==> src/common/cce_inst_pkg.sv <==
/*
  Microcode instruction encoding
  Field widths and bit positions, instruction and field typedefs,
  op class enum and the per-class minor op enums
*/
package cce_inst_pkg;

  localparam int inst_width = 32;
  localparam int op_width = 3;
  localparam int minor_op_width = 4;
  localparam int reg_id_width = 3;
  localparam int imm_width = 16;

  // Bit positions of the instruction fields
  localparam int op_lsb = 29;
  localparam int minor_op_lsb = 25;
  localparam int dst_lsb = 22;
  localparam int src_a_lsb = 19;
  localparam int src_b_lsb = 16;
  localparam int imm_lsb = 0;

  typedef logic [inst_width-1:0] cce_inst_t;
  typedef logic [minor_op_width-1:0] minor_op_t;
  // Names a GPR, a special register or a flag, depending on the op
  typedef logic [reg_id_width-1:0] reg_id_t;
  typedef logic [imm_width-1:0] imm_t;

  // Dir, misc and queue classes pass through without decoded controls
  typedef enum logic [op_width-1:0] {
    e_op_alu    = 3'd0,
    e_op_branch = 3'd1,
    e_op_move   = 3'd2,
    e_op_flag   = 3'd3,
    e_op_dir    = 3'd4,
    e_op_misc   = 3'd5,
    e_op_queue  = 3'd6
  } op_class_e;

  typedef enum logic [minor_op_width-1:0] {
    e_add_op = 4'd0,
    e_sub_op = 4'd1,
    e_and_op = 4'd2,
    e_or_op  = 4'd3
  } alu_minor_e;

  typedef enum logic [minor_op_width-1:0] {
    e_br_op = 4'd0,
    e_bf_op = 4'd1,
    e_bs_op = 4'd2
  } branch_minor_e;

  typedef enum logic [minor_op_width-1:0] {
    e_movi_op  = 4'd0,
    e_mov_op   = 4'd1,
    e_movf_op  = 4'd2,
    e_movsg_op = 4'd3,
    e_movgs_op = 4'd4
  } move_minor_e;

  typedef enum logic [minor_op_width-1:0] {
    e_setf_op = 4'd0,
    e_andf_op = 4'd1,
    e_orf_op  = 4'd2
  } flag_minor_e;

endpackage

==> src/common/cce_ctrl_pkg.sv <==
/*
  Decoded control vocabulary
  Operand source and destination selectors,
  GPR and flag counts, write mask types
*/
package cce_ctrl_pkg;

  localparam int sel_width = 2;

  // Where an operand is read from
  typedef enum logic [sel_width-1:0] {
    e_src_sel_gpr     = 2'd0,
    e_src_sel_flag    = 2'd1,
    e_src_sel_special = 2'd2,
    e_src_sel_imm     = 2'd3
  } src_sel_e;

  // Which register file the result goes to
  typedef enum logic [sel_width-1:0] {
    e_dst_sel_none    = 2'd0,
    e_dst_sel_gpr     = 2'd1,
    e_dst_sel_special = 2'd2,
    e_dst_sel_flag    = 2'd3
  } dst_sel_e;

  localparam int num_gprs = 8;
  localparam int num_flags = 8;

  // One bit per register, at most one set per instruction
  typedef logic [num_gprs-1:0] gpr_mask_t;
  typedef logic [num_flags-1:0] flag_mask_t;

endpackage

==> src/source/cce_inst_stage.sv <==
/*
  Execute stage registers
  Instruction, PC and valid bit, held on stall,
  valid cleared after a mispredict
*/
`timescale 1ns/1ps

module cce_inst_stage #(
  parameter int cce_pc_width_p = 8
) (
  input  logic                      clk_i,
  input  logic                      reset_i,
  input  cce_inst_pkg::cce_inst_t   inst_i,
  input  logic [cce_pc_width_p-1:0] pc_i,
  input  logic                      inst_v_i,
  input  logic                      stall_i,
  input  logic                      mispredict_i,
  output cce_inst_pkg::cce_inst_t   ex_inst_o,
  output logic [cce_pc_width_p-1:0] ex_pc_o,
  output logic                      ex_v_o
);

  import cce_inst_pkg::*;

  cce_inst_t ex_inst_r, ex_inst_n;
  logic [cce_pc_width_p-1:0] ex_pc_r, ex_pc_n;
  logic ex_v_r, ex_v_n;

  // Stall replays the current instruction, so it wins over mispredict
  always_comb begin
    ex_inst_n = stall_i ? ex_inst_r : inst_i;
    ex_pc_n = stall_i ? ex_pc_r : pc_i;
    if (stall_i) begin
      ex_v_n = ex_v_r;
    end else if (mispredict_i) begin
      // Fetch is redirected, so the instruction behind the branch is a bubble
      ex_v_n = 1'b0;
    end else begin
      ex_v_n = inst_v_i;
    end
  end

  always_ff @(posedge clk_i) begin
    if (reset_i) begin
      ex_inst_r <= '0;
      ex_pc_r <= '0;
      ex_v_r <= 1'b0;
    end else begin
      ex_inst_r <= ex_inst_n;
      ex_pc_r <= ex_pc_n;
      ex_v_r <= ex_v_n;
    end
  end

  assign ex_inst_o = ex_inst_r;
  assign ex_pc_o = ex_pc_r;
  assign ex_v_o = ex_v_r;

endmodule

==> src/decode/cce_arith_branch_decode.sv <==
/*
  Raw control decode for the ALU and branch classes
  Operand selects, ALU and branch valids, branch target
*/
`timescale 1ns/1ps

module cce_arith_branch_decode #(
  parameter int cce_pc_width_p = 8
) (
  input  cce_inst_pkg::cce_inst_t   ex_inst_i,
  output logic                      alu_v_o,
  output logic                      branch_v_o,
  output logic                      alu_w_v_o,
  output cce_ctrl_pkg::src_sel_e    src_a_sel_o,
  output cce_ctrl_pkg::src_sel_e    src_b_sel_o,
  output logic [cce_pc_width_p-1:0] branch_target_o
);

  import cce_inst_pkg::*;
  import cce_ctrl_pkg::*;

  op_class_e op;
  minor_op_t minor_op;
  imm_t imm;

  assign op = op_class_e'(ex_inst_i[op_lsb +: op_width]);
  assign minor_op = ex_inst_i[minor_op_lsb +: minor_op_width];
  assign imm = ex_inst_i[imm_lsb +: imm_width];

  always_comb begin
    alu_v_o = 1'b0;
    branch_v_o = 1'b0;
    alu_w_v_o = 1'b0;
    src_a_sel_o = e_src_sel_gpr;
    src_b_sel_o = e_src_sel_gpr;
    branch_target_o = '0;

    case (op)
      e_op_alu: begin
        // Every ALU op writes its result to a GPR
        alu_v_o = 1'b1;
        alu_w_v_o = 1'b1;
      end

      e_op_branch: begin
        branch_v_o = 1'b1;
        branch_target_o = imm[cce_pc_width_p-1:0];
        case (minor_op)
          e_bf_op: begin
            // Flag compared against the value held in the immediate
            src_a_sel_o = e_src_sel_flag;
            src_b_sel_o = e_src_sel_imm;
          end
          e_bs_op: begin
            src_a_sel_o = e_src_sel_special;
            src_b_sel_o = e_src_sel_gpr;
          end
          default: begin
            // BR compares two GPRs
            src_a_sel_o = e_src_sel_gpr;
            src_b_sel_o = e_src_sel_gpr;
          end
        endcase
      end

      default: begin
      end
    endcase
  end

endmodule

==> src/decode/cce_move_flag_decode.sv <==
/*
  Raw control decode for the move and flag classes
  Destination and source selects, move and flag write enables,
  ALU use of the ANDF and ORF flag ops
*/
`timescale 1ns/1ps

module cce_move_flag_decode (
  input  cce_inst_pkg::cce_inst_t ex_inst_i,
  output logic                    mov_w_v_o,
  output cce_ctrl_pkg::dst_sel_e  dst_sel_o,
  output cce_ctrl_pkg::src_sel_e  src_a_sel_o,
  output cce_ctrl_pkg::src_sel_e  src_b_sel_o,
  output logic                    alu_v_o,
  output cce_inst_pkg::minor_op_t alu_minor_o,
  output logic                    flag_w_v_o
);

  import cce_inst_pkg::*;
  import cce_ctrl_pkg::*;

  op_class_e op;
  minor_op_t minor_op;

  assign op = op_class_e'(ex_inst_i[op_lsb +: op_width]);
  assign minor_op = ex_inst_i[minor_op_lsb +: minor_op_width];

  always_comb begin
    mov_w_v_o = 1'b0;
    dst_sel_o = e_dst_sel_none;
    src_a_sel_o = e_src_sel_gpr;
    src_b_sel_o = e_src_sel_gpr;
    alu_v_o = 1'b0;
    alu_minor_o = '0;
    flag_w_v_o = 1'b0;

    case (op)
      e_op_move: begin
        mov_w_v_o = 1'b1;
        case (minor_op)
          e_movi_op: begin
            dst_sel_o = e_dst_sel_gpr;
            src_a_sel_o = e_src_sel_imm;
          end
          e_mov_op: begin
            dst_sel_o = e_dst_sel_gpr;
            src_a_sel_o = e_src_sel_gpr;
          end
          e_movf_op: begin
            dst_sel_o = e_dst_sel_gpr;
            src_a_sel_o = e_src_sel_flag;
          end
          e_movsg_op: begin
            dst_sel_o = e_dst_sel_gpr;
            src_a_sel_o = e_src_sel_special;
          end
          e_movgs_op: begin
            dst_sel_o = e_dst_sel_special;
            src_a_sel_o = e_src_sel_gpr;
          end
          default: begin
            // Unknown move writes nothing
            mov_w_v_o = 1'b0;
          end
        endcase
      end

      e_op_flag: begin
        case (minor_op)
          e_setf_op: begin
            // Flag value comes from the immediate
            dst_sel_o = e_dst_sel_flag;
            flag_w_v_o = 1'b1;
          end
          e_andf_op, e_orf_op: begin
            // Two flags combined by the ALU into a GPR
            dst_sel_o = e_dst_sel_gpr;
            src_a_sel_o = e_src_sel_flag;
            src_b_sel_o = e_src_sel_flag;
            alu_v_o = 1'b1;
            alu_minor_o = (minor_op == e_andf_op) ? e_and_op : e_or_op;
          end
          default: begin
          end
        endcase
      end

      default: begin
      end
    endcase
  end

endmodule

==> src/decode/cce_write_enable_gen.sv <==
/*
  Class select, valid gating and write masks
  Picks the controls of the decoder that owns the op class,
  zeroes them for an invalid slot, forms GPR and flag write masks
*/
`timescale 1ns/1ps

module cce_write_enable_gen #(
  parameter int cce_pc_width_p = 8
) (
  input  cce_inst_pkg::cce_inst_t   ex_inst_i,
  input  logic                      ex_v_i,
  // From the ALU and branch decoder
  input  logic                      ab_alu_v_i,
  input  logic                      ab_branch_v_i,
  input  logic                      ab_alu_w_v_i,
  input  cce_ctrl_pkg::src_sel_e    ab_src_a_sel_i,
  input  cce_ctrl_pkg::src_sel_e    ab_src_b_sel_i,
  input  logic [cce_pc_width_p-1:0] ab_branch_target_i,
  // From the move and flag decoder
  input  logic                      mf_mov_w_v_i,
  input  cce_ctrl_pkg::dst_sel_e    mf_dst_sel_i,
  input  cce_ctrl_pkg::src_sel_e    mf_src_a_sel_i,
  input  cce_ctrl_pkg::src_sel_e    mf_src_b_sel_i,
  input  logic                      mf_alu_v_i,
  input  cce_inst_pkg::minor_op_t   mf_alu_minor_i,
  input  logic                      mf_flag_w_v_i,
  output logic                      decoded_v_o,
  output logic                      alu_v_o,
  output logic                      branch_v_o,
  output cce_inst_pkg::op_class_e   op_o,
  output cce_inst_pkg::minor_op_t   minor_op_o,
  output cce_ctrl_pkg::dst_sel_e    dst_sel_o,
  output cce_ctrl_pkg::src_sel_e    src_a_sel_o,
  output cce_ctrl_pkg::src_sel_e    src_b_sel_o,
  output cce_inst_pkg::reg_id_t     dst_o,
  output cce_inst_pkg::reg_id_t     src_a_o,
  output cce_inst_pkg::reg_id_t     src_b_o,
  output cce_inst_pkg::imm_t        imm_o,
  output logic [cce_pc_width_p-1:0] branch_target_o,
  output cce_ctrl_pkg::gpr_mask_t   gpr_w_mask_o,
  output cce_ctrl_pkg::flag_mask_t  flag_w_mask_o
);

  import cce_inst_pkg::*;
  import cce_ctrl_pkg::*;

  op_class_e op;
  minor_op_t minor_op;
  reg_id_t dst;

  logic alu_v;
  logic branch_v;
  dst_sel_e dst_sel;
  src_sel_e src_a_sel;
  src_sel_e src_b_sel;
  logic [cce_pc_width_p-1:0] branch_target;
  logic gpr_w;
  logic flag_w;

  assign op = op_class_e'(ex_inst_i[op_lsb +: op_width]);
  assign minor_op = ex_inst_i[minor_op_lsb +: minor_op_width];
  assign dst = ex_inst_i[dst_lsb +: reg_id_width];

  always_comb begin
    alu_v = 1'b0;
    branch_v = 1'b0;
    dst_sel = e_dst_sel_none;
    src_a_sel = e_src_sel_gpr;
    src_b_sel = e_src_sel_gpr;
    branch_target = '0;
    gpr_w = 1'b0;
    flag_w = 1'b0;

    case (op)
      e_op_alu: begin
        alu_v = ab_alu_v_i;
        dst_sel = e_dst_sel_gpr;
        src_a_sel = ab_src_a_sel_i;
        src_b_sel = ab_src_b_sel_i;
        gpr_w = ab_alu_w_v_i;
      end
      e_op_branch: begin
        branch_v = ab_branch_v_i;
        src_a_sel = ab_src_a_sel_i;
        src_b_sel = ab_src_b_sel_i;
        branch_target = ab_branch_target_i;
      end
      e_op_move: begin
        dst_sel = mf_dst_sel_i;
        src_a_sel = mf_src_a_sel_i;
        src_b_sel = mf_src_b_sel_i;
        // MOVGS targets a special register, not the GPR file
        gpr_w = mf_mov_w_v_i && (mf_dst_sel_i == e_dst_sel_gpr);
      end
      e_op_flag: begin
        dst_sel = mf_dst_sel_i;
        src_a_sel = mf_src_a_sel_i;
        src_b_sel = mf_src_b_sel_i;
        alu_v = mf_alu_v_i;
        gpr_w = mf_alu_v_i && (mf_dst_sel_i == e_dst_sel_gpr);
        flag_w = mf_flag_w_v_i;
      end
      default: begin
      end
    endcase
  end

  // Fields pass through whether the slot is valid or not
  assign decoded_v_o = ex_v_i;
  assign op_o = op;
  // ANDF and ORF present the ALU opcode they run on
  assign minor_op_o = (op == e_op_flag && mf_alu_v_i) ? mf_alu_minor_i : minor_op;
  assign dst_o = dst;
  assign src_a_o = ex_inst_i[src_a_lsb +: reg_id_width];
  assign src_b_o = ex_inst_i[src_b_lsb +: reg_id_width];
  assign imm_o = ex_inst_i[imm_lsb +: imm_width];

  // An invalid slot must not act on any unit
  assign alu_v_o = ex_v_i && alu_v;
  assign branch_v_o = ex_v_i && branch_v;
  assign dst_sel_o = ex_v_i ? dst_sel : e_dst_sel_none;
  assign src_a_sel_o = ex_v_i ? src_a_sel : e_src_sel_gpr;
  assign src_b_sel_o = ex_v_i ? src_b_sel : e_src_sel_gpr;
  assign branch_target_o = ex_v_i ? branch_target : '0;

  assign gpr_w_mask_o = (ex_v_i && gpr_w) ? (gpr_mask_t'(1'b1) << dst) : '0;
  assign flag_w_mask_o = (ex_v_i && flag_w) ? (flag_mask_t'(1'b1) << dst) : '0;

endmodule

==> src/source/cce_inst_decode.sv <==
/*
  Decode and execute stage front end of the CCE microcode engine
  Stage register, the two class decoders and the write enable stage
*/
`timescale 1ns/1ps

module cce_inst_decode #(
  parameter int cce_pc_width_p = 8
) (
  input  logic                      clk_i,
  input  logic                      reset_i,
  // From the instruction RAM
  input  cce_inst_pkg::cce_inst_t   inst_i,
  input  logic [cce_pc_width_p-1:0] pc_i,
  input  logic                      inst_v_i,
  input  logic                      stall_i,
  input  logic                      mispredict_i,
  output logic [cce_pc_width_p-1:0] pc_o,
  output logic                      decoded_v_o,
  output logic                      alu_v_o,
  output logic                      branch_v_o,
  output cce_inst_pkg::op_class_e   op_o,
  output cce_inst_pkg::minor_op_t   minor_op_o,
  output cce_ctrl_pkg::dst_sel_e    dst_sel_o,
  output cce_ctrl_pkg::src_sel_e    src_a_sel_o,
  output cce_ctrl_pkg::src_sel_e    src_b_sel_o,
  output cce_inst_pkg::reg_id_t     dst_o,
  output cce_inst_pkg::reg_id_t     src_a_o,
  output cce_inst_pkg::reg_id_t     src_b_o,
  output cce_inst_pkg::imm_t        imm_o,
  output logic [cce_pc_width_p-1:0] branch_target_o,
  output cce_ctrl_pkg::gpr_mask_t   gpr_w_mask_o,
  output cce_ctrl_pkg::flag_mask_t  flag_w_mask_o
);

  import cce_inst_pkg::*;
  import cce_ctrl_pkg::*;

  cce_inst_t ex_inst;
  logic ex_v;

  logic ab_alu_v;
  logic ab_branch_v;
  logic ab_alu_w_v;
  src_sel_e ab_src_a_sel;
  src_sel_e ab_src_b_sel;
  logic [cce_pc_width_p-1:0] ab_branch_target;

  logic mf_mov_w_v;
  dst_sel_e mf_dst_sel;
  src_sel_e mf_src_a_sel;
  src_sel_e mf_src_b_sel;
  logic mf_alu_v;
  minor_op_t mf_alu_minor;
  logic mf_flag_w_v;

  // PC of the execute stage leaves the block directly
  cce_inst_stage #(
    .cce_pc_width_p(cce_pc_width_p)
  ) i_cce_inst_stage (
    .clk_i        (clk_i),
    .reset_i      (reset_i),
    .inst_i       (inst_i),
    .pc_i         (pc_i),
    .inst_v_i     (inst_v_i),
    .stall_i      (stall_i),
    .mispredict_i (mispredict_i),
    .ex_inst_o    (ex_inst),
    .ex_pc_o      (pc_o),
    .ex_v_o       (ex_v)
  );

  cce_arith_branch_decode #(
    .cce_pc_width_p(cce_pc_width_p)
  ) i_cce_arith_branch_decode (
    .ex_inst_i       (ex_inst),
    .alu_v_o         (ab_alu_v),
    .branch_v_o      (ab_branch_v),
    .alu_w_v_o       (ab_alu_w_v),
    .src_a_sel_o     (ab_src_a_sel),
    .src_b_sel_o     (ab_src_b_sel),
    .branch_target_o (ab_branch_target)
  );

  cce_move_flag_decode i_cce_move_flag_decode (
    .ex_inst_i   (ex_inst),
    .mov_w_v_o   (mf_mov_w_v),
    .dst_sel_o   (mf_dst_sel),
    .src_a_sel_o (mf_src_a_sel),
    .src_b_sel_o (mf_src_b_sel),
    .alu_v_o     (mf_alu_v),
    .alu_minor_o (mf_alu_minor),
    .flag_w_v_o  (mf_flag_w_v)
  );

  cce_write_enable_gen #(
    .cce_pc_width_p(cce_pc_width_p)
  ) i_cce_write_enable_gen (
    .ex_inst_i          (ex_inst),
    .ex_v_i             (ex_v),
    .ab_alu_v_i         (ab_alu_v),
    .ab_branch_v_i      (ab_branch_v),
    .ab_alu_w_v_i       (ab_alu_w_v),
    .ab_src_a_sel_i     (ab_src_a_sel),
    .ab_src_b_sel_i     (ab_src_b_sel),
    .ab_branch_target_i (ab_branch_target),
    .mf_mov_w_v_i       (mf_mov_w_v),
    .mf_dst_sel_i       (mf_dst_sel),
    .mf_src_a_sel_i     (mf_src_a_sel),
    .mf_src_b_sel_i     (mf_src_b_sel),
    .mf_alu_v_i         (mf_alu_v),
    .mf_alu_minor_i     (mf_alu_minor),
    .mf_flag_w_v_i      (mf_flag_w_v),
    .decoded_v_o        (decoded_v_o),
    .alu_v_o            (alu_v_o),
    .branch_v_o         (branch_v_o),
    .op_o               (op_o),
    .minor_op_o         (minor_op_o),
    .dst_sel_o          (dst_sel_o),
    .src_a_sel_o        (src_a_sel_o),
    .src_b_sel_o        (src_b_sel_o),
    .dst_o              (dst_o),
    .src_a_o            (src_a_o),
    .src_b_o            (src_b_o),
    .imm_o              (imm_o),
    .branch_target_o    (branch_target_o),
    .gpr_w_mask_o       (gpr_w_mask_o),
    .flag_w_mask_o      (flag_w_mask_o)
  );

endmodule

==> config.mk <==
export PLATFORM = sky130hd
export DESIGN_NAME = cce_inst_decode
export DESIGN_NICKNAME = d
export VERILOG_FILES = /design/src/common/cce_inst_pkg.sv /design/src/common/cce_ctrl_pkg.sv /design/src/source/cce_inst_stage.sv /design/src/decode/cce_arith_branch_decode.sv /design/src/decode/cce_move_flag_decode.sv /design/src/decode/cce_write_enable_gen.sv /design/src/source/cce_inst_decode.sv
export SDC_FILE = /design/constraint.sdc
export NUM_CORES = 1
export LEC_CHECK = 0
export BUFFER_PORTS_ARGS = -buffer_cell sky130_fd_sc_hd__buf_2
export CAP_MARGIN = 20
export CORE_ASPECT_RATIO = 1.5
export CORE_MARGIN = 2
export CORE_UTILIZATION = 35
export CTS_CLUSTER_DIAMETER = 100
export DETAILED_ROUTE_END_ITERATION = 7
export PLACE_DENSITY = 0.62
export SLEW_MARGIN = 20
export SYNTH_ARGS = -nofsm -noshare
export SYNTH_HDL_FRONTEND = slang
export SYNTH_SLANG_ARGS = --single-unit
==> constraint.sdc <==
create_clock -name clk_i -period 3 [get_ports clk_i]
set_input_delay 0.3 -clock clk_i [delete_from_list [all_inputs] [get_ports clk_i]]
set_output_delay 0.3 -clock clk_i [all_outputs]
set_load 0.03 [all_outputs]
==> impl_metrics.env <==
export IMPL_async_flop_share_pct=0
export IMPL_antenna_cells=0
export IMPL_grt_max_degree=42
export IMPL_antenna_found_initial=0
export IMPL_synth_top_family_by_area="simple AND/OR/NAND/NOR gates"
export IMPL_synth_cell_types=33
export IMPL_clk_path_buf_depth=2
export IMPL_rsz0062_at_grt="false"
export IMPL_core_area_mm2=0.00587
export IMPL_post_route_period_util_pct=72.0
export IMPL_hold_buffers=0
export IMPL_drcViolationCount=0
export IMPL_yosys_area_top_type="dfxtp_1"
export IMPL_drtIter0Drc=85
export IMPL_endpoint_kind="primary output"
export IMPL_clockRootBuffer="clkbuf_8"
export IMPL_io_pins=118
export IMPL_finalSetupTns_ps=0
export IMPL_hp_class="in -> reg"
export IMPL_final_layout_size_suffix_gt1_share_pct=42.8
export IMPL_rows=34
export IMPL_regToRegSetupSlack_ps=2130
export IMPL_cts_setup_buffers=0
export IMPL_insertion_delay_ps=280
export IMPL_fmax_mhz=463
export IMPL_synth_compound_area_share_pct=3.33
export IMPL_synth_cells=238
export IMPL_relSlewSlack_pct=51.4
export IMPL_finalHoldViolations=0
export IMPL_first_pass_iters=4
export IMPL_slew_viol_final=0
export IMPL_r2r_start="i_cce_inst_stage.ex_inst_o[26]$_SDFFE_PP0N_"
export IMPL_hold_end="i_cce_inst_stage.ex_inst_o[30]$_SDFFE_PP0N_"
export IMPL_cts_max_level=2
export IMPL_p_per_area_mw_per_mm2=451
export IMPL_placed_cell_area_mm2=0.00254
export IMPL_gr_total_overflow=0
export IMPL_status="completed"
export IMPL_hold_start="inst_i[30]"
export IMPL_clk_pin_slew_ps=70
export IMPL_synth_fa_ha_area_share_pct=0
export IMPL_finalPower_mw=1.18
export IMPL_grt_pass1_wl_mm=7.29
export IMPL_setup_viol=0
export IMPL_r2r_end="i_cce_inst_stage.ex_inst_o[26]$_SDFFE_PP0N_"
export IMPL_grt_pass1_vias=1594
export IMPL_pre_cts_slack_ps=1140
export IMPL_synth_simple_gate_area_share_pct=24.1
export IMPL_ys_ff_latch=41
export IMPL_synth_top_cell_area_share_pct=38.4
export IMPL_synthFlopType="dfxtp_1"
export IMPL_cp_arrival_ps=1860
export IMPL_synth_fp_nets=283
export IMPL_dieArea_mm2=0.00677
export IMPL_wl_per_cell_um=12.2
export IMPL_yosysMostFrequentCell="nor2_1"
export IMPL_yosysWarnings=0
export IMPL_synth_edff_count=0
export IMPL_cts_sinks=41
export IMPL_fin_skew_ps=0
export IMPL_r2r_cells=2
export IMPL_hold_depth=3
export IMPL_cts_tree="done"
export IMPL_antenna_left=0
export IMPL_synthToLayoutAreaGrowth_pct=22.3
export IMPL_globalplace_congestion=0.725
export IMPL_n_fill_cell=612
export IMPL_finalWirelength_mm=4.75
export IMPL_fin_nets=362
export IMPL_worst_slack_ps=839
export IMPL_hpwl_mm=3.56
export IMPL_die_w_um=67.8
export IMPL_ys_seq_area_share_pct=38.4
export IMPL_tightest_slew_ps=729
export IMPL_setup_worst_path_class="reg -> out"
export IMPL_fp_dieH_um=99.8
export IMPL_min_period_ps=2160
export IMPL_ys_top_cells_by_count="nor2_1, dfxtp_1, mux2i_1"
export IMPL_peakVddDrop_uv=248
export IMPL_synthMuxAreaShare_pct=19.9
export IMPL_io_buffers=117
export IMPL_final_core_util_pct=44.6
export IMPL_drv_cap=0
export IMPL_required_ps=2700
export IMPL_final_area_mm2=0.00262
export IMPL_cts_buffers=5
export IMPL_synth_area_per_cell_um2=8.99
export IMPL_cp_max_fo=10
export IMPL_initial_core_util_pct=36.4
export IMPL_start_kind="register"
export IMPL_synth_xor_area_share_pct=0.819
export IMPL_syn_area_mm2=0.00214
export IMPL_vias=1795
export IMPL_cts_resized_gates=0
export IMPL_synth_area_top_cells="dfxtp_1, mux2i_1, nor2_1"
export IMPL_grt_usage_pct=13.9
export IMPL_leakage_nw=1.38
export IMPL_viasPerCell=4.60
## placed cells by master, fill, tap and decap left out, drive strengths merged, types with 2 or more instances in the layout
master / instances
nor4: 4
dfxtp: 41
nand2: 7
nor2b: 3
nor2: 58
or3b: 3
and2: 8
nand3b: 4
nor3b: 2
nand2b: 2
clkbuf: 8
mux2i: 41
a21oi: 4
nor3: 2
buf: 118
o21ai: 2
## where the power goes
part	switching [mW]	internal, mW	total, mW
logic	0.143	0.0895	0.233
registers	0.0338	0.577	0.610
clock network	0.172	0.165	0.337
total	0.349	0.831	1.18
## worst max-delay path, cell delays in order, from the launching register on
cell,delay (ps)
dfxtp_1,520
nand2b_1,160
nor2_1,500
and2_1,210
buf_2,190
## cells by family after synthesis
family,count (synthesis)
AO/OA/AOI/OAI,9
XOR/XNOR,2
buffers and inverters,47
flip-flops,41
multiplexers,42
AND/OR/NAND/NOR,97
## worst max path at each step
stage	cells after the start	slack [ps]	start	to
2_1_floorplan	3	650	i_cce_inst_stage.ex_v_o$_SDFFE_PP0N_	src_b_sel_o[0]
3_3_place_gp	4	1190	i_cce_inst_stage.ex_inst_o[29]$_SDFFE_PP0N_	branch_target_o[1]
3_5_place_dp	4	1140	i_cce_inst_stage.ex_inst_o[29]$_SDFFE_PP0N_	branch_target_o[0]
4_1_cts	4	810	i_cce_inst_stage.ex_inst_o[29]$_SDFFE_PP0N_	branch_target_o[4]
5_1_grt	4	640	i_cce_inst_stage.ex_inst_o[29]$_SDFFE_PP0N_	branch_target_o[1]
6_report	4	840	i_cce_inst_stage.ex_inst_o[29]$_SDFFE_PP0N_	branch_target_o[4]
## cell type report
cell class	count	area (um^2)	share of cell area, %
well taps	72	90.1	3.44
flip-flops and latches	41	821	31.4
clock buffers	8	80.1	3.06
multi-input cells	150	1030	39.3
repair buffers	118	593	22.7
inverters	1	3.75	0.143
## flip-flops by register name, indices dropped and copies added (netlist names)
register	flops
i_cce_inst_stage.ex_pc_o	8
i_cce_inst_stage.ex_inst_o	32
i_cce_inst_stage.ex_v_o	1
## through the flow
| step | hold slack, ps | std cells |
|---|---|---|
| 2_1_floorplan | 444 | 238 |
| 3_3_place_gp | 468 | 382 |
| 3_5_place_dp | 482 | 382 |
| 4_1_cts | 231 | 390 |
| 5_1_grt | 236 | 390 |
| 6_report | 243 | 390 |
## routing by layer
layer / routed length (um) / vias up / global-route usage (%) / part of all wire (%)
li1: - / 908 / - / -
met3: 241 / 6 / 2.26 / 5.1
met1: 1830 / 823 / 15.5 / 39
met4: 84 / 0 / 5.54 / 1.8
met2: 2600 / 58 / 25.3 / 55
met5: 0 / - / 0 / 0
(Power assumes the default switching activity.)
